### config.mk
export PLATFORM = sky130hd
export DESIGN_NAME = axis_fallthrough_fifo
export DESIGN_NICKNAME = d
export VERILOG_FILES = /design/src/hw/axis_fallthrough_fifo.sv
export SDC_FILE = /design/constraint.sdc
export NUM_CORES = 1
export LEC_CHECK = 0
export ABC_AREA = 1
export BUFFER_PORTS_ARGS = -buffer_cell sky130_fd_sc_hd__clkbuf_2
export CORE_AREA = 2 2 121 111
export DETAILED_ROUTE_END_ITERATION = 10
export DIE_AREA = 0 0 123 113
export HOLD_SLACK_MARGIN = 0.02
export PLACE_DENSITY = 0.74
export SLEW_MARGIN = 20
export SYNTH_ARGS = -nofsm -noshare
export SYNTH_HDL_FRONTEND = slang
export SYNTH_SLANG_ARGS = --single-unit
### constraint.sdc
create_clock -name axi_aclk -period 3.3 [get_ports axi_aclk]
set_clock_uncertainty 0.2 [all_clocks]
set_input_delay 0.825 -clock axi_aclk [delete_from_list [all_inputs] [get_ports axi_aclk]]
set_output_delay 0.825 -clock axi_aclk [all_outputs]
set_load 0.01 [all_outputs]
### src/hw/axis_fallthrough_fifo.sv
////////////////////////////////////////////////////////////////////////////
// First-word-fall-through FIFO with empty and nearly-full flags
////////////////////////////////////////////////////////////////////////////

module axis_fallthrough_fifo #(
   parameter int WIDTH  = 8,
   parameter int ADDR_W = 4
) (
   input  logic             axi_aclk,
   input  logic             axi_resetn,
   input  logic             wr_en,
   input  logic [WIDTH-1:0] din,
   input  logic             rd_en,
   output logic [WIDTH-1:0] dout,
   output logic             empty,
   output logic             nearly_full
);

   localparam int DEPTH = 1 << ADDR_W;

   logic [WIDTH-1:0]  mem [DEPTH];
   logic [ADDR_W-1:0] wr_ptr;
   logic [ADDR_W-1:0] rd_ptr;
   logic [ADDR_W:0]   count;    // True occupancy
   logic [ADDR_W:0]   avail;    // Words the reader may see
   logic              wr_seen;  // Write of the last edge, shown one cycle late
   logic              rd_ok;

   assign rd_ok = rd_en & ~empty;

   // Storage
   always_ff @(posedge axi_aclk) begin
      if (wr_en) begin
         mem[wr_ptr] <= din;
      end
   end

   always_ff @(posedge axi_aclk) begin
      if (!axi_resetn) begin
         wr_ptr  <= '0;
         rd_ptr  <= '0;
         count   <= '0;
         avail   <= '0;
         wr_seen <= 1'b0;
      end else begin
         if (wr_en) wr_ptr <= wr_ptr + 1'b1;
         if (rd_ok) rd_ptr <= rd_ptr + 1'b1;
         count   <= count + (ADDR_W+1)'(wr_en) - (ADDR_W+1)'(rd_ok);
         avail   <= avail + (ADDR_W+1)'(wr_seen) - (ADDR_W+1)'(rd_ok);
         wr_seen <= wr_en;
      end
   end

   assign dout        = mem[rd_ptr];  // Head presented without a read cycle
   assign empty       = (avail == '0);
   assign nearly_full = (count >= (ADDR_W+1)'(DEPTH - 4));  // Four entries of margin

endmodule

==> impl_metrics.yaml <==
critical_path:
  crit_arrival_ns: 2.15
  slowest_delay_ns: 0.53
  critical_path_class: "flip-flop to output port"
  critPathBufInv: 2
  r2r_setup_slack_ns: 0.59
  endpoint_kind: "output port"
  path_common_cell: "nand3_1"
  crit_family: "buffers and inverters"
  rr_worst_depth: 17
  cp_data_required_time_ns: 2.27
  slowest_stage: "buf_4"
  worstReg2RegStart: "avail[2]"
  crit_chain: "buf_4 -> nand2_1 -> nand3_1 -> nand3_1 -> nand3_1 -> nand2_1 -> clkbuf_2"
  critPathMaxFanout: 64
  startpoint_type: "flip-flop"
  r2r-end: "count[4]"
clocking:
  root_buffer: "clkbuf_16"
  cts_tree: "done"
  cts_buffer_depth: 2
  ctsResizeCount: 0
  clk_latency_ns: 0.43
  cts_setup_buffers: 0
  h-tree-depth: 4
  numClockSinks: 151
  clk_pin_slew_ns: 0.06
  cts_made_buffers: 17
  holdBufCountCts: 0
die:
  num_rows: 39
  dieArea_sq_mm: 0.0139
  die_h_um: 113
  num_io_pins: 22
  die_w_um: 123
  start_util: 0.539
  core_sq_mm: 0.0126
hold_path:
  hold_path.class: "flip-flop to flip-flop"
  hold_start: "rd_ptr[0]"
  hold_path_depth: 2
power:
  share_comb_of_total_power: 0.237
  power_density_mw_per_mm2: 717
  clkPwrFrac: 0.356
  p_sw_mw: 1.62
  max-vdd-ir-drop_v: 0.000591
  p_total_mw: 5.46
  pwr-share-seq: 0.407
  netSwitchingFraction: 0.297
  p_int_mw: 3.84
  cellLeakagePower_nw: 3.42
grt:
  grt_overflow_total: 0
  track_usage: 0.211
  grt_pass1_vias: 4502
  grt_pass1_wl_um: 21900
  grt_max_degree: 65
  antenna_found_initial: 0
timing:
  finalSetupViolations: 0
  hold_violations: 0
  holdWs_ns: 0.317
  worst_pin_slew_ns: 0.823
  max_freq_ghz: 0.315
  slew_headroom: 0.449
  drv_slew: 0
  fin_crit_sh: 0.961
  setup-tns-final_ns: 0
  rsz0062_at_grt: "false"
  layout_min_cycle_time_ns: 3.17
placement:
  dp_hpwl_um: 8740
  placed_area_sq_mm: 0.00702
  io_buffers: 21
  gp_congestion: 0.835
synth:
  postSynthCellCount: 697
  synth_area_sq_mm: 0.00679
  ys_seq_area_frac: 0.634
  ys_warn_count: 0
  async_flop_share: 0
  synth_top_flop_cell: "edfxtp_1"
  synth_edf_count: 128
  synth_seq_cells: 151
  yosysUniqueCellTypes: 20
  synth_top_cell_area_share: 0.566
  synth_nets: 729
  synth_area_leaders: "edfxtp_1, nand2_1, inv_1"
  synth.avg_cell_area_sq_um: 9.73
  synth_top_cell_by_area: "edfxtp_1"
cells_and_area:
  final_cell_area_sq_mm: 0.00761
  drive_above_1_share: 0.0857
  fill_cells: 1002
  antennaDiodeCount: 0
  final_net_count: 754
  area_growth_pct: 12.2
  layout_commonest_cell: "nand2_1"
  layout_common_cells: "nand2_1, inv_1, edfxtp_1"
job:
  drv_cap: 0
drt:
  wirelength_um: 13400
  drc_errors: 0
  wl_per_cell_um: 14.9
  vias: 4546
  drtIter0Drc: 456
  drtAntennaViolNets: 0
  routed_via_density: 5.06
  drt_first_pass_iters: 5
outcome:
  status: "complete, no violations"
[stage by stage]
stage | utilization | setup WS (ns) | instances
floorplan | - | 0.671 | 697
global placement | 0.558 | 0.450 | 867
detailed placement | 0.558 | 0.342 | 867
CTS | 0.605 | 0.185 | 899
global route | 0.605 | 0.0916 | 899
finish | 0.605 | 0.128 | 899
[cells in the mapped netlist (2+ instances only)]
cell      instances
nand2_1         204
inv_1           136
edfxtp_1        128
nand3_1          98
nor2_1           38
dfxtp_1          23
ha_1             18
buf_2            15
a21oi_1          13
buf_6             7
o21ai_0           3
xor2_1            3
clkbuf_1          2
fa_1              2
inv_2             2
[worst min-delay path, stage by stage (launching register included)]
cell,delay [ns]
dfxtp_1,0.33
inv_1,0.08
a21oi_1,0.06
[area by class of cell]
cell class / instances / area [sq um] / share of cell area
clock buffers: 22 / 464 / 0.0610
clock inverters: 10 / 128 / 0.0168
inverters: 138 / 518 / 0.0681
multi-input cells: 382 / 1790 / 0.235
flip-flops and latches: 151 / 4310 / 0.566
well taps: 164 / 205 / 0.0270
repair buffers: 32 / 200 / 0.0263
[sequential cells by signal (all words and copies together) (netlist names), named ones only]
name	cells
wr_ptr	4
count	5
wr_seen	1
mem	128
rd_ptr	4
avail	5
[worst max path at each step]
stage | start | to | slack, ns | depth (start not counted)
2_1_floorplan | rd_en | count[4] | 0.67 | 12
3_3_place_gp | rd_en | avail[4] | 0.45 | 13
3_5_place_dp | rd_en | avail[4] | 0.34 | 14
4_1_cts | flip-flop | dout[1] | 0.19 | 7
5_1_grt | flip-flop | dout[1] | 0.09 | 7
6_report | flip-flop | dout[1] | 0.13 | 7
[cell families (layout without fill, tap and decap cells)]
family                   after synthesis  count (layout)  share of synthesized area
AND/OR/NAND/NOR                      341             341                      0.207
buffers and inverters                164             202                      0.102
flip-flops                           151             151                      0.634
adder cells (fa/ha/maj)               20              20                     0.0391
AO/OA/AOI/OAI                         18              18                     0.0140
XOR/XNOR                               3               3                    0.00387
[power groups by stage]
stage | sequential [mW] | combinational (mW) | clock, mW
final | 2.22 | 1.30 | 1.94
after global routing | 2.23 | 1.47 | 2.03
after CTS | 2.22 | 1.30 | 1.95
after detailed placement | 2.26 | 1.29 | 0
after global placement | 2.26 | 1.24 | 0
after floorplan | 2.24 | 0.998 | 0
[per-layer routing]
layer | up-vias | global-route usage | wire (um)
li1 | 2255 | - | -
met1 | 2135 | 0.263 | 5670
met2 | 127 | 0.345 | 6600
met3 | 29 | 0.0519 | 808
met4 | 0 | 0.101 | 344
met5 | - | 0 | 0
Power figures use the tool's default switching activity.
