--- src/hw/axis_conv_params.svh ---
////////////////////////////////////////////////////////////////////////////
// Stream converter widths, FIFO depths and default metadata ports
////////////////////////////////////////////////////////////////////////////

`ifndef AXIS_CONV_PARAMS_SVH
`define AXIS_CONV_PARAMS_SVH

// Stream widths
`define AXC_S_DATA_W      256   // Slave word
`define AXC_M_DATA_W      64    // Master word
`define AXC_USER_W        128   // Metadata word
`define AXC_LEN_W         16    // Packet length in bytes

// FIFO address bits
`define AXC_IN_FIFO_AW    6     // 64 words, one 1600-byte packet with margin
`define AXC_INFO_FIFO_AW  5     // 32 lengths

// Default metadata ports
`define AXC_DEF_SRC_PORT  8'd1
`define AXC_DEF_DST_PORT  8'd2

`endif
--- src/hw/axis_conv_pkg.sv ---
////////////////////////////////////////////////////////////////////////////
// Shared types of the stream width converter
////////////////////////////////////////////////////////////////////////////

`include "axis_conv_params.svh"

package axis_conv_pkg;

   // Slave side
   typedef logic [`AXC_S_DATA_W-1:0]   s_data_t;
   typedef logic [`AXC_S_DATA_W/8-1:0] s_strb_t;

   // Master side
   typedef logic [`AXC_M_DATA_W-1:0]   m_data_t;
   typedef logic [`AXC_M_DATA_W/8-1:0] m_strb_t;

   // Low to high: length, src port, dst port, zeros
   typedef logic [`AXC_USER_W-1:0]     user_t;

   typedef logic [`AXC_LEN_W-1:0]      pkt_len_t;
   typedef logic [1:0]                 slice_idx_t;  // 64-bit slice of a 256-bit word

   typedef enum logic {
      WAIT_META,  // Next beat opens a packet
      STREAM
   } ds_state_t;

endpackage

--- src/hw/axis_downsizer.sv ---
////////////////////////////////////////////////////////////////////////////
// Execute stage: slices 256-bit words into 64-bit beats, places tlast
// and attaches the metadata word to the first beat of each packet
////////////////////////////////////////////////////////////////////////////

`include "axis_conv_params.svh"

module axis_downsizer (
   input  logic                    axi_aclk,
   input  logic                    axi_resetn,
   // Input FIFO head
   input  axis_conv_pkg::s_data_t  fifo_data,
   input  axis_conv_pkg::s_strb_t  fifo_strb,
   input  logic                    fifo_last,
   input  logic                    fifo_empty,
   output logic                    fifo_pop,
   // Length FIFO head
   input  axis_conv_pkg::pkt_len_t meta_len,
   input  logic                    meta_empty,
   output logic                    meta_pop,
   // Master stream
   output axis_conv_pkg::m_data_t  m_axis_tdata,
   output axis_conv_pkg::m_strb_t  m_axis_tstrb,
   output axis_conv_pkg::user_t    m_axis_tuser,
   output logic                    m_axis_tvalid,
   input  logic                    m_axis_tready,
   output logic                    m_axis_tlast
);

   localparam int SLICES = `AXC_S_DATA_W / `AXC_M_DATA_W;
   localparam int M_BYTES = `AXC_M_DATA_W / 8;

   axis_conv_pkg::ds_state_t  state;
   axis_conv_pkg::slice_idx_t slice_idx;
   axis_conv_pkg::slice_idx_t final_idx;  // Last slice to emit from this word
   axis_conv_pkg::user_t      meta_word;
   logic                      beat_acc;
   logic                      beat_final;

   ////////////////////////////////////////////////////////////////////////////
   // Slice selection
   ////////////////////////////////////////////////////////////////////////////

   always_comb begin
      final_idx = axis_conv_pkg::slice_idx_t'(SLICES - 1);
      if (fifo_last) begin
         final_idx = '0;
         for (int s = 0; s < SLICES; s++) begin
            if (|fifo_strb[s*M_BYTES +: M_BYTES]) begin
               final_idx = axis_conv_pkg::slice_idx_t'(s);
            end
         end
      end
   end

   // Metadata word
   always_comb begin
      meta_word = '0;
      meta_word[`AXC_LEN_W-1:0]    = meta_len;
      meta_word[`AXC_LEN_W +: 8]   = `AXC_DEF_SRC_PORT;
      meta_word[`AXC_LEN_W+8 +: 8] = `AXC_DEF_DST_PORT;
   end

   assign beat_final = (slice_idx == final_idx);
   assign beat_acc   = m_axis_tvalid & m_axis_tready;

   // First beat also needs its length
   assign m_axis_tvalid = ~fifo_empty & ((state == axis_conv_pkg::STREAM) | ~meta_empty);
   assign m_axis_tdata  = fifo_data[slice_idx*`AXC_M_DATA_W +: `AXC_M_DATA_W];
   assign m_axis_tstrb  = fifo_strb[slice_idx*M_BYTES +: M_BYTES];
   assign m_axis_tlast  = fifo_last & beat_final;
   assign m_axis_tuser  = (state == axis_conv_pkg::WAIT_META) ? meta_word : '0;

   assign fifo_pop = beat_acc & beat_final;                          // Word used up
   assign meta_pop = beat_acc & (state == axis_conv_pkg::WAIT_META);

   ////////////////////////////////////////////////////////////////////////////
   // FSM and slice counter
   ////////////////////////////////////////////////////////////////////////////

   always_ff @(posedge axi_aclk) begin
      if (!axi_resetn) begin
         state     <= axis_conv_pkg::WAIT_META;
         slice_idx <= '0;
      end else if (beat_acc) begin
         if (beat_final) begin
            slice_idx <= '0;
            state     <= fifo_last ? axis_conv_pkg::WAIT_META : axis_conv_pkg::STREAM;
         end else begin
            slice_idx <= slice_idx + 2'd1;
            state     <= axis_conv_pkg::STREAM;
         end
      end
   end

endmodule

--- config.mk ---
export PLATFORM = sky130hd
export DESIGN_NAME = axis_downsizer
export DESIGN_NICKNAME = d
export VERILOG_FILES = /design/src/hw/axis_conv_pkg.sv /design/src/hw/axis_downsizer.sv
export VERILOG_INCLUDE_DIRS = /design/src /design/src/hw
export SDC_FILE = /design/constraint.sdc
export NUM_CORES = 1
export LEC_CHECK = 0
export BUFFER_PORTS_ARGS = -buffer_cell sky130_fd_sc_hd__clkbuf_2
export CAP_MARGIN = 20
export CORE_AREA = 4 4 195 197
export DETAILED_ROUTE_END_ITERATION = 8
export DIE_AREA = 0 0 199 201
export GPL_TIMING_DRIVEN = 0
export SETUP_SLACK_MARGIN = 0.4
export SLEW_MARGIN = 20
export SYNTH_ARGS = -nofsm -noshare
export SYNTH_HDL_FRONTEND = slang
export SYNTH_SLANG_ARGS = --single-unit
--- constraint.sdc ---
create_clock -name axi_aclk -period 3.1 [get_ports axi_aclk]
set_clock_uncertainty 0.15 [all_clocks]
set_input_delay 0 -clock axi_aclk [delete_from_list [all_inputs] [get_ports axi_aclk]]
set_output_delay 0 -clock axi_aclk [all_outputs]
set_load 0.005 [all_outputs]
==> impl_metrics.yaml <==
logic_synthesis:
  syn-cell-area_um2: 2920
  ys_seq_area_share_pct: 2.05
  synth_flop_cell: "dfxtp_1"
  yosysWarnings: 0
  yosys_register_bits: 3
  synthDistinctLibCells: 28
  avgSynthCellArea_um2: 11.4
  syn_inst: 257
  async_flop_share_pct: 0
  synth_enable_flop_cells: 0
critical_path:
  slowest_stage: "mux4_2"
  r2r-end: "slice_idx[1]"
  worstSetupEndpoint: "m_axis_tstrb[1]"
  end_kind: "primary output"
  startpoint_type: "flip-flop"
  cp_cell_sequence: "clkbuf_1 > clkbuf_4 > buf_2 > mux4_2 > clkbuf_2"
  cp.required_ps: 2950
  r2r_slack_ps: 1110
  worstRegToRegCells: 4
  cp.depth: 5
  cp.buffers_inverters: 4
  cp_top_family: "buffers and inverters"
  startpoint: "slice_idx[0]"
  critPathMaxStageDelay_ps: 590
  critPathMaxFanout: 10
  worstSetupPathType: "reg -> out"
  r2r-start: "state"
  crit_arrival_ps: 2260
global_routing:
  antenna_found_initial: 3
  grt_pass1_vias: 4401
  gr-total-overflow: 0
  grt_max_degree: 11
  grt_pass1_wl_um: 28700
  grtUsageTotal_pct: 9.88
sta:
  layout_min_cycle_time_ps: 2410
  grt_setup_unrepaired: "no"
  setup_viol_count_final: 0
  slew_violations: 0
  final_min_period_over_clock_period_pct: 77.6
  clock.fmax_mhz: 416
  tightestPinTransition_ps: 810
  tns_ps: 0
  setup_ws_ps: 694
  hold_viol_final: 0
  slew_headroom_pct: 46.0
final_layout:
  drive_above_1_share_pct: 77.4
  area_delta_synth_final_pct: 107
  fillers: 4096
  stdcell_count: 1245
  final_cell_area_um2: 6050
  fin_util_pct: 16.7
  nNetsFinal: 1086
job:
  max_cap_viol_count: 0
routing:
  drt_iter0_markers: 128
  firstDrtPassIters: 4
  wl_met3_um: 1800
  wl_um: 21800
  antenna_left: 0
  highest_layer: "met5"
  drc: 0
  post_drt_via_cell_ratio: 3.19
  met1_length_um: 8390
  wl_met2_um: 11000
  dr_total_vias: 3967
  routedWlPerCell_um: 17.5
cts:
  insertion_delay_ps: 230
  root_buffer: "clkbuf_16"
  cts_tree: "yes"
  cts.path.max_buffers: 2
  cts.sinks: 3
  clkTransAtPathRegs_ps: 30
  post_cts_buffers: 0
  htreeDepth: 1
  cts_made_buffers: 3
floorplan:
  start_util_pct: 8.06
  io_pins: 514
  die_x_um: 199
  num_rows: 70
  die_y_um: 201
  coreArea_um2: 36300
  dieArea_um2: 40000
run_status:
  outcome: "finished clean"
power_and_ir_drop:
  peakVddDrop_mv: 0.107
  cellPowerDensity_nw_per_um2: 164
  leakage_uw: 0.00324
place:
  postPlaceCellArea_um2: 5930
  globalplace.congestion: 0.774
  dp_cells: 1237
  dp_hpwl_um: 20700
  io_buffer_count: 403
  pre_cts_ws_ps: 417
hold_path:
  min_path_type: "in -> out"
==> cells by family after synthesis <==
family	after synthesis	share of synthesized area, %
compound gates	10	2.31
xor+xnor	3	0.899
buf+inv	132	31.5
flops	3	2.05
mux	72	55.6
other cells	1	0.128
simple gates	36	7.49
==> through the flow <==
step	hold slack [ps]	total power [uW]
finish	84.0	993
detailed placement	88.7	790
global placement	89.4	782
floorplan	-122	396
CTS	87.9	1010
global route	101	1070
==> metal layers <==
layer / vias to the layer above / track usage (%)
li1: 1819 / -
met1: 1829 / 11.3
met2: 290 / 18.3
met3: 27 / 2.03
met4: 2 / 2.93
met5: - / 0
==> worst reg2reg max path, stage by stage (launching register included) <==
cell and delay [ps]:
dfxtp_1 530, inv_1 190, a211o_1 410, or4b_1 500
a21boi_1 150
==> worst min path at each step <==
stage | start | endpoint | slack (ps) | cells past startpoint
after floorplan | fifo_empty | m_axis_tvalid | -120 | 1
after global placement | fifo_empty | m_axis_tvalid | 90 | 3
after detailed placement | fifo_empty | m_axis_tvalid | 90 | 3
after CTS | fifo_empty | m_axis_tvalid | 90 | 3
after global routing | fifo_empty | m_axis_tvalid | 100 | 3
final | fifo_empty | m_axis_tvalid | 80 | 3
==> synth_stat cells (2+ instances only) <==
| cell type | count | area [um2] |
|---|---|---|
| xor2_1 | 2 | 17.5 |
| dfxtp_1 | 3 | 60.1 |
| nor2_1 | 5 | 18.8 |
| nand2_1 | 2 | 7.51 |
| or4_4 | 2 | 22.5 |
| nor2b_1 | 17 | 106 |
| buf_4 | 111 | 833 |
| inv_1 | 3 | 11.3 |
| buf_2 | 7 | 35.0 |
| a21boi_1 | 2 | 15.0 |
| mux4_2 | 71 | 1600 |
| a21oi_1 | 2 | 10.0 |
| buf_1 | 3 | 11.3 |
| o21ai_0 | 2 | 10.0 |
| clkbuf_1 | 8 | 30.0 |
| nor3_1 | 4 | 20.0 |
| nor4_1 | 2 | 12.5 |
==> state kept, by name, summed over array words and instances, names as in the netlist <==
register,cells
state,1
slice_idx,2
==> final cells by class <==
type	instances	area [um2]	area share (%)
Timing Repair Buffer	405	2040	33.7
Buffer	129	917	15.2
Sequential cell	3	60.1	0.993
Antenna cell	2	5.00	0.0828
Clock buffer	4	78.8	1.30
Inverter	3	11.3	0.186
Tap cell	468	586	9.69
Multi-Input combinational cell	231	2350	38.9
==> cells in the final DEF, fill, tap and decap left out, drive strengths merged, types with 2 or more instances in the layout <==
cell type,Yosys,routed
diode,0,2
o21ai,3,3
dlygate4sd3,0,2
inv,3,3
nor2,6,6
xor2,2,2
mux4,72,72
a21boi,3,3
nand2,2,2
or4,2,2
clkbuf,8,416
conb,1,110
nor3,4,4
nor4,2,2
nor2b,17,17
dfxtp,3,3
a21oi,2,2
buf,121,120
==> report_power, final <==
group	total [uW]	internal (uW)	switching, uW
Sequential	43.6	40.7	2.87
Clock	208	170	38.4
Combinational	741	436	305
==> repair_timing <==
action / in CTS / in global routing
hold buffers: 2 / 0
gates resized for setup: 3 / 1
endpoints found under the setup margin: 15 / 1
endpoints found under the hold margin: 3 / 0
No activity file was read; power rests on OpenSTA's default activity.
