### config.mk
export PLATFORM = sky130hd
export DESIGN_NAME = axis_len_tagger
export DESIGN_NICKNAME = d
export VERILOG_FILES = /design/src/hw/axis_conv_pkg.sv /design/src/hw/axis_len_tagger.sv /design/src/hw/axis_fallthrough_fifo.sv
export VERILOG_INCLUDE_DIRS = /design/src /design/src/hw
export SDC_FILE = /design/constraint.sdc
export NUM_CORES = 1
export LEC_CHECK = 0
export BUFFER_PORTS_ARGS = -buffer_cell sky130_fd_sc_hd__buf_2
export CAP_MARGIN = 30
export CORE_ASPECT_RATIO = 1.1
export CORE_UTILIZATION = 25
export CTS_CLUSTER_DIAMETER = 200
export DETAILED_ROUTE_END_ITERATION = 10
export GPL_ROUTABILITY_DRIVEN = 1
export GPL_TIMING_DRIVEN = 0
export PLACE_DENSITY = 0.45
export SLEW_MARGIN = 20
export SYNTH_ARGS = -nofsm -noshare
export SYNTH_HDL_FRONTEND = slang
export SYNTH_HIERARCHICAL = 1
export SYNTH_SLANG_ARGS = --single-unit
### constraint.sdc
create_clock -name axi_aclk -period 4 [get_ports axi_aclk]
set_input_delay 0.2 -clock axi_aclk [delete_from_list [all_inputs] [get_ports axi_aclk]]
set_output_delay 0.2 -clock axi_aclk [all_outputs]
set_load 0.02 [all_outputs]
### src/hw/axis_conv_params.svh
////////////////////////////////////////////////////////////////////////////
// Stream converter widths, FIFO depths and default metadata ports
////////////////////////////////////////////////////////////////////////////

`ifndef AXIS_CONV_PARAMS_SVH
`define AXIS_CONV_PARAMS_SVH

// Stream widths
`define AXC_S_DATA_W      256   // Slave word
`define AXC_M_DATA_W      64    // Master word
`define AXC_USER_W        128   // Metadata word
`define AXC_LEN_W         16    // Packet length in bytes

// FIFO address bits
`define AXC_IN_FIFO_AW    6     // 64 words, one 1600-byte packet with margin
`define AXC_INFO_FIFO_AW  5     // 32 lengths

// Default metadata ports
`define AXC_DEF_SRC_PORT  8'd1
`define AXC_DEF_DST_PORT  8'd2

`endif
### src/hw/axis_conv_pkg.sv
////////////////////////////////////////////////////////////////////////////
// Shared types of the stream width converter
////////////////////////////////////////////////////////////////////////////

`include "axis_conv_params.svh"

package axis_conv_pkg;

   // Slave side
   typedef logic [`AXC_S_DATA_W-1:0]   s_data_t;
   typedef logic [`AXC_S_DATA_W/8-1:0] s_strb_t;

   // Master side
   typedef logic [`AXC_M_DATA_W-1:0]   m_data_t;
   typedef logic [`AXC_M_DATA_W/8-1:0] m_strb_t;

   // Low to high: length, src port, dst port, zeros
   typedef logic [`AXC_USER_W-1:0]     user_t;

   typedef logic [`AXC_LEN_W-1:0]      pkt_len_t;
   typedef logic [1:0]                 slice_idx_t;  // 64-bit slice of a 256-bit word

   typedef enum logic {
      WAIT_META,  // Next beat opens a packet
      STREAM
   } ds_state_t;

endpackage

### src/hw/axis_len_tagger.sv
////////////////////////////////////////////////////////////////////////////
// Decode stage: sums strobe bytes per packet and queues each length
////////////////////////////////////////////////////////////////////////////

`include "axis_conv_params.svh"

module axis_len_tagger (
   input  logic                    axi_aclk,
   input  logic                    axi_resetn,
   input  logic                    word_acc,
   input  axis_conv_pkg::s_strb_t  s_axis_tstrb,
   input  logic                    s_axis_tlast,
   input  logic                    meta_pop,
   output axis_conv_pkg::pkt_len_t meta_len,
   output logic                    meta_empty,
   output logic                    meta_full
);

   axis_conv_pkg::pkt_len_t run_sum;     // Bytes of the packet so far
   axis_conv_pkg::pkt_len_t word_bytes;
   axis_conv_pkg::pkt_len_t pkt_len;
   logic                    len_push;

   // Strobes are contiguous from byte 0, so the top set bit gives the count
   always_comb begin
      word_bytes = '0;
      for (int i = 0; i < `AXC_S_DATA_W/8; i++) begin
         if (s_axis_tstrb[i]) begin
            word_bytes = axis_conv_pkg::pkt_len_t'(i + 1);
         end
      end
   end

   assign pkt_len  = run_sum + word_bytes;
   assign len_push = word_acc & s_axis_tlast;  // One length per packet

   always_ff @(posedge axi_aclk) begin
      if (!axi_resetn) begin
         run_sum <= '0;
      end else if (word_acc) begin
         run_sum <= s_axis_tlast ? '0 : pkt_len;  // Restart on packet end
      end
   end

   axis_fallthrough_fifo #(
      .WIDTH  (`AXC_LEN_W),
      .ADDR_W (`AXC_INFO_FIFO_AW)
   ) len_fifo (
      .axi_aclk    (axi_aclk),
      .axi_resetn  (axi_resetn),
      .wr_en       (len_push),
      .din         (pkt_len),
      .rd_en       (meta_pop),
      .dout        (meta_len),
      .empty       (meta_empty),
      .nearly_full (meta_full)
   );

endmodule

### src/hw/axis_fallthrough_fifo.sv
////////////////////////////////////////////////////////////////////////////
// First-word-fall-through FIFO with empty and nearly-full flags
////////////////////////////////////////////////////////////////////////////

module axis_fallthrough_fifo #(
   parameter int WIDTH  = 8,
   parameter int ADDR_W = 4
) (
   input  logic             axi_aclk,
   input  logic             axi_resetn,
   input  logic             wr_en,
   input  logic [WIDTH-1:0] din,
   input  logic             rd_en,
   output logic [WIDTH-1:0] dout,
   output logic             empty,
   output logic             nearly_full
);

   localparam int DEPTH = 1 << ADDR_W;

   logic [WIDTH-1:0]  mem [DEPTH];
   logic [ADDR_W-1:0] wr_ptr;
   logic [ADDR_W-1:0] rd_ptr;
   logic [ADDR_W:0]   count;    // True occupancy
   logic [ADDR_W:0]   avail;    // Words the reader may see
   logic              wr_seen;  // Write of the last edge, shown one cycle late
   logic              rd_ok;

   assign rd_ok = rd_en & ~empty;

   // Storage
   always_ff @(posedge axi_aclk) begin
      if (wr_en) begin
         mem[wr_ptr] <= din;
      end
   end

   always_ff @(posedge axi_aclk) begin
      if (!axi_resetn) begin
         wr_ptr  <= '0;
         rd_ptr  <= '0;
         count   <= '0;
         avail   <= '0;
         wr_seen <= 1'b0;
      end else begin
         if (wr_en) wr_ptr <= wr_ptr + 1'b1;
         if (rd_ok) rd_ptr <= rd_ptr + 1'b1;
         count   <= count + (ADDR_W+1)'(wr_en) - (ADDR_W+1)'(rd_ok);
         avail   <= avail + (ADDR_W+1)'(wr_seen) - (ADDR_W+1)'(rd_ok);
         wr_seen <= wr_en;
      end
   end

   assign dout        = mem[rd_ptr];  // Head presented without a read cycle
   assign empty       = (avail == '0);
   assign nearly_full = (count >= (ADDR_W+1)'(DEPTH - 4));  // Four entries of margin

endmodule

==> impl_metrics.env <==
export IMPL_hp_class="in -> reg"
export IMPL_slowest_delay_ns=0.59
export IMPL_cts_buffer_depth=3
export IMPL_crit_required_ns=4.47
export IMPL_syn_instance_count=1314
export IMPL_utilization_pct=30.5
export IMPL_ys_warn_count=6
export IMPL_synth_flop_cell="edfxtp_1"
export IMPL_rows=115
export IMPL_routabilityCongestion=0.805
export IMPL_viasPerCell=4.58
export IMPL_clock_root_buffer="clkbuf_16"
export IMPL_p_leak_nw=8.64
export IMPL_critical_path_buf_inv_count=3
export IMPL_hold_depth=4
export IMPL_cts_hold_buf=3
export IMPL_maxSlewViolCount=0
export IMPL_grt_setup_unrepaired="false"
export IMPL_crit_fanout=13
export IMPL_async_reset_ff_share_pct=0
export IMPL_pre_cts_slack_ns=-0.136
export IMPL_io_buffers=54
export IMPL_globalRouteMet3Util_pct=1.91
export IMPL_grt_use_total_pct=12.9
export IMPL_critPathTopFamily="compound AO/OA/AOI/OAI gates"
export IMPL_drt_wl_total_um=59600
export IMPL_use_met2_pct=21.5
export IMPL_fin_ws_ns=0.570
export IMPL_die_width_um=289
export IMPL_period_minus_slack_ns=3.43
export IMPL_cp_data_arrival_time_ns=3.90
export IMPL_via_count=12400
export IMPL_first_global_vias=12600
export IMPL_status="finished clean"
export IMPL_path_cells="buf_2 > nor3_1 > o21ai_0 > a2111oi_0 > a221oi_1 > ha_2 > fa_2 > a211oi_1 > o21ai_2 > o21ai_0 > nor2_1 > xnor2_2 > buf_8 > buf_6"
export IMPL_antenna_found_initial=1
export IMPL_dp_final_hpwl_um=43000
export IMPL_skew_ns=0.0238
export IMPL_synth_area_um2=22600
export IMPL_io_pins=55
export IMPL_die_y_um=318
export IMPL_yosys_top_cells_area="edfxtp_1 68%, mux2i_1 5.7%, mux4_2 5.6%"
export IMPL_final_hold_violation_count=0
export IMPL_placed_area_um2=25300
export IMPL_finalCritPeriodShare_pct=85.8
export IMPL_clkTransAtPathRegs_ns=0.06
export IMPL_synth_edf_count=512
export IMPL_yosys_area_top_type="edfxtp_1"
export IMPL_insertion_delay_ns=0.62
export IMPL_die_area_um2=91700
export IMPL_drt_antenna_violating_nets=0
export IMPL_fmax_mhz=292
export IMPL_drive_gt1_share_pct=23.7
export IMPL_cts_setup_buffers=0
export IMPL_syn_area_per_cell_um2=17.2
export IMPL_finalSetupViolCount=0
export IMPL_area_growth_syn_to_layout_pct=20.8
export IMPL_max_slew_worst_pin_slew_ns=0.898
export IMPL_synth_distinct_cells=67
export IMPL_drc=0
export IMPL_netlist_area_leader_share_pct=67.9
export IMPL_setup_tns_ns=0
export IMPL_cts_buffers=60
export IMPL_crit_top_cell="o21ai_0"
export IMPL_drtPass1Iterations=5
export IMPL_worst_setup_path_start_kind="input port"
export IMPL_initial_core_util_pct=25.3
export IMPL_cts_max_level=2
export IMPL_slew_headroom_pct=40.1
export IMPL_hold_ws_ns=0.0870
export IMPL_synth_nets=1381
export IMPL_grt_busiest_layer="met2"
export IMPL_synth_seq_area_share_pct=71.8
export IMPL_grt_max_degree=34
export IMPL_drv_cap=0
export IMPL_ff2ff_path_depth=9
export IMPL_vdd_ir_drop_max_uv=297
export IMPL_grt_overflow_total=0
export IMPL_clock_sinks=556
export IMPL_wl_per_cell_um=22.0
export IMPL_cp_end_kind="register"
export IMPL_fin_nets=1554
export IMPL_grt_pass1_wl_um=86000
export IMPL_cpMaxStageDelayCell="xnor2_2"
export IMPL_cts_tree="yes"
export IMPL_first_iter_violations=976
export IMPL_ys_ff_latch=556
export IMPL_synth_most_common_cell="edfxtp_1"
export IMPL_cts_resized=0
export IMPL_ys_top_cells_by_count="512 x edfxtp_1, 129 x mux2i_1, 99 x a22oi_1, 67 x nor2_1, 56 x mux4_2"
export IMPL_critical_path_depth=14
export IMPL_critical_path_class="in -> reg"
export IMPL_use_met1_pct=17.1
export IMPL_postLayoutCellArea_um2=27300
export IMPL_power_density_nw_per_um2=514
export IMPL_nFillCells=8800
export IMPL_core_um2=89500
## cell families after synthesis
logic type                 count (synthesis)  share of synthesized area [%]
AOI/OAI and AO/OA                        185                           5.78
buffers and inverters                     98                           2.21
xor gates and xnor gates                  27                           1.05
adders and majority gates                 30                           1.76
DFF                                      556                           71.8
muxes                                    193                           12.2
and+or+nand+nor                          225                           5.15
## worst register-to-register path: cells and delay by family (launching register included)
| kind | cells | cell delay, ns |
|---|---|---|
| xor+xnor | 1 | 0.59 |
| compound gates | 3 | 0.82 |
| buf+inv | 2 | 0.43 |
| fa+ha+maj | 2 | 0.64 |
| flops | 1 | 0.31 |
| simple gates | 1 | 0.16 |
## placed cells by master (no fill, tap or decap), types with 9 or more instances in the layout
| cell type | Yosys | layout |
|---|---|---|
| ha_1 | 27 | 26 |
| mux4_2 | 56 | 56 |
| nor2_2 | 0 | 32 |
| mux2i_1 | 129 | 129 |
| buf_8 | 1 | 21 |
| o21ai_0 | 16 | 16 |
| nand3_1 | 39 | 39 |
| buf_6 | 1 | 32 |
| a22oi_1 | 99 | 99 |
| nor2_1 | 67 | 35 |
| clkinv_1 | 1 | 12 |
| edfxtp_1 | 512 | 512 |
| clkbuf_16 | 0 | 60 |
| a21oi_1 | 25 | 25 |
| dfxtp_1 | 44 | 44 |
| nand4_1 | 21 | 21 |
| clkinv_2 | 0 | 13 |
| nand2_1 | 27 | 27 |
| clkbuf_1 | 22 | 30 |
| xnor2_2 | 0 | 11 |
| and2_1 | 21 | 21 |
| inv_1 | 33 | 33 |
| nor3_1 | 9 | 9 |
| buf_2 | 31 | 85 |
## routing by layer
metal	vias to the layer above	wire length [um]
li1	5610	-
met1	6420	26200
met2	295	29200
met3	85	2540
met4	0	1620
met5	-	0
## stage by stage
step	total power, W	cells
6_report	0.0140	2708
5_1_grt	0.0146	2706
4_1_cts	0.0142	2706
3_5_place_dp	0.00862	2592
3_3_place_gp	0.00855	2538
2_1_floorplan	0.00791	1314
## cell type report
type | instances | area (um^2) | area share (%)
flip-flops and latches | 556 | 16300 | 59.5
plain buffers | 64 | 373 | 1.36
inverters | 34 | 128 | 0.467
well taps | 1170 | 1460 | 5.35
diodes | 2 | 5.00 | 0.0183
clock buffers | 74 | 1610 | 5.90
multi-input cells | 660 | 6100 | 22.3
clock inverters | 37 | 374 | 1.37
repair buffers | 111 | 1030 | 3.78
## worst paths after layout
path                    startpoint                  end  slack [ns]
hold reg to reg         run_sum[3]           run_sum[3]        0.52
hold / removal        s_axis_tlast           run_sum[6]        0.09
setup / recovery  s_axis_tstrb[20]  len_fifo/mem[17][8]        0.57
setup reg to reg        run_sum[0]  len_fifo/mem[17][8]        0.91
## state kept, by name, summed over array words and instances (netlist names), named ones only
signal,cells
len_fifo/avail,6
len_fifo/wr_seen,1
len_fifo/count,6
len_fifo/wr_ptr,5
run_sum,16
len_fifo/rd_ptr,5
len_fifo/mem,512
## power by group
part / total (W) / leakage, nW / switching, W / internal (W)
Clock: 0.00556 / 0.979 / 0.00226 / 0.00330
Sequential: 0.00650 / 5.03 / 0.0000528 / 0.00645
Combinational: 0.00199 / 2.64 / 0.00121 / 0.000780
No activity file was read; power rests on OpenSTA's default activity.
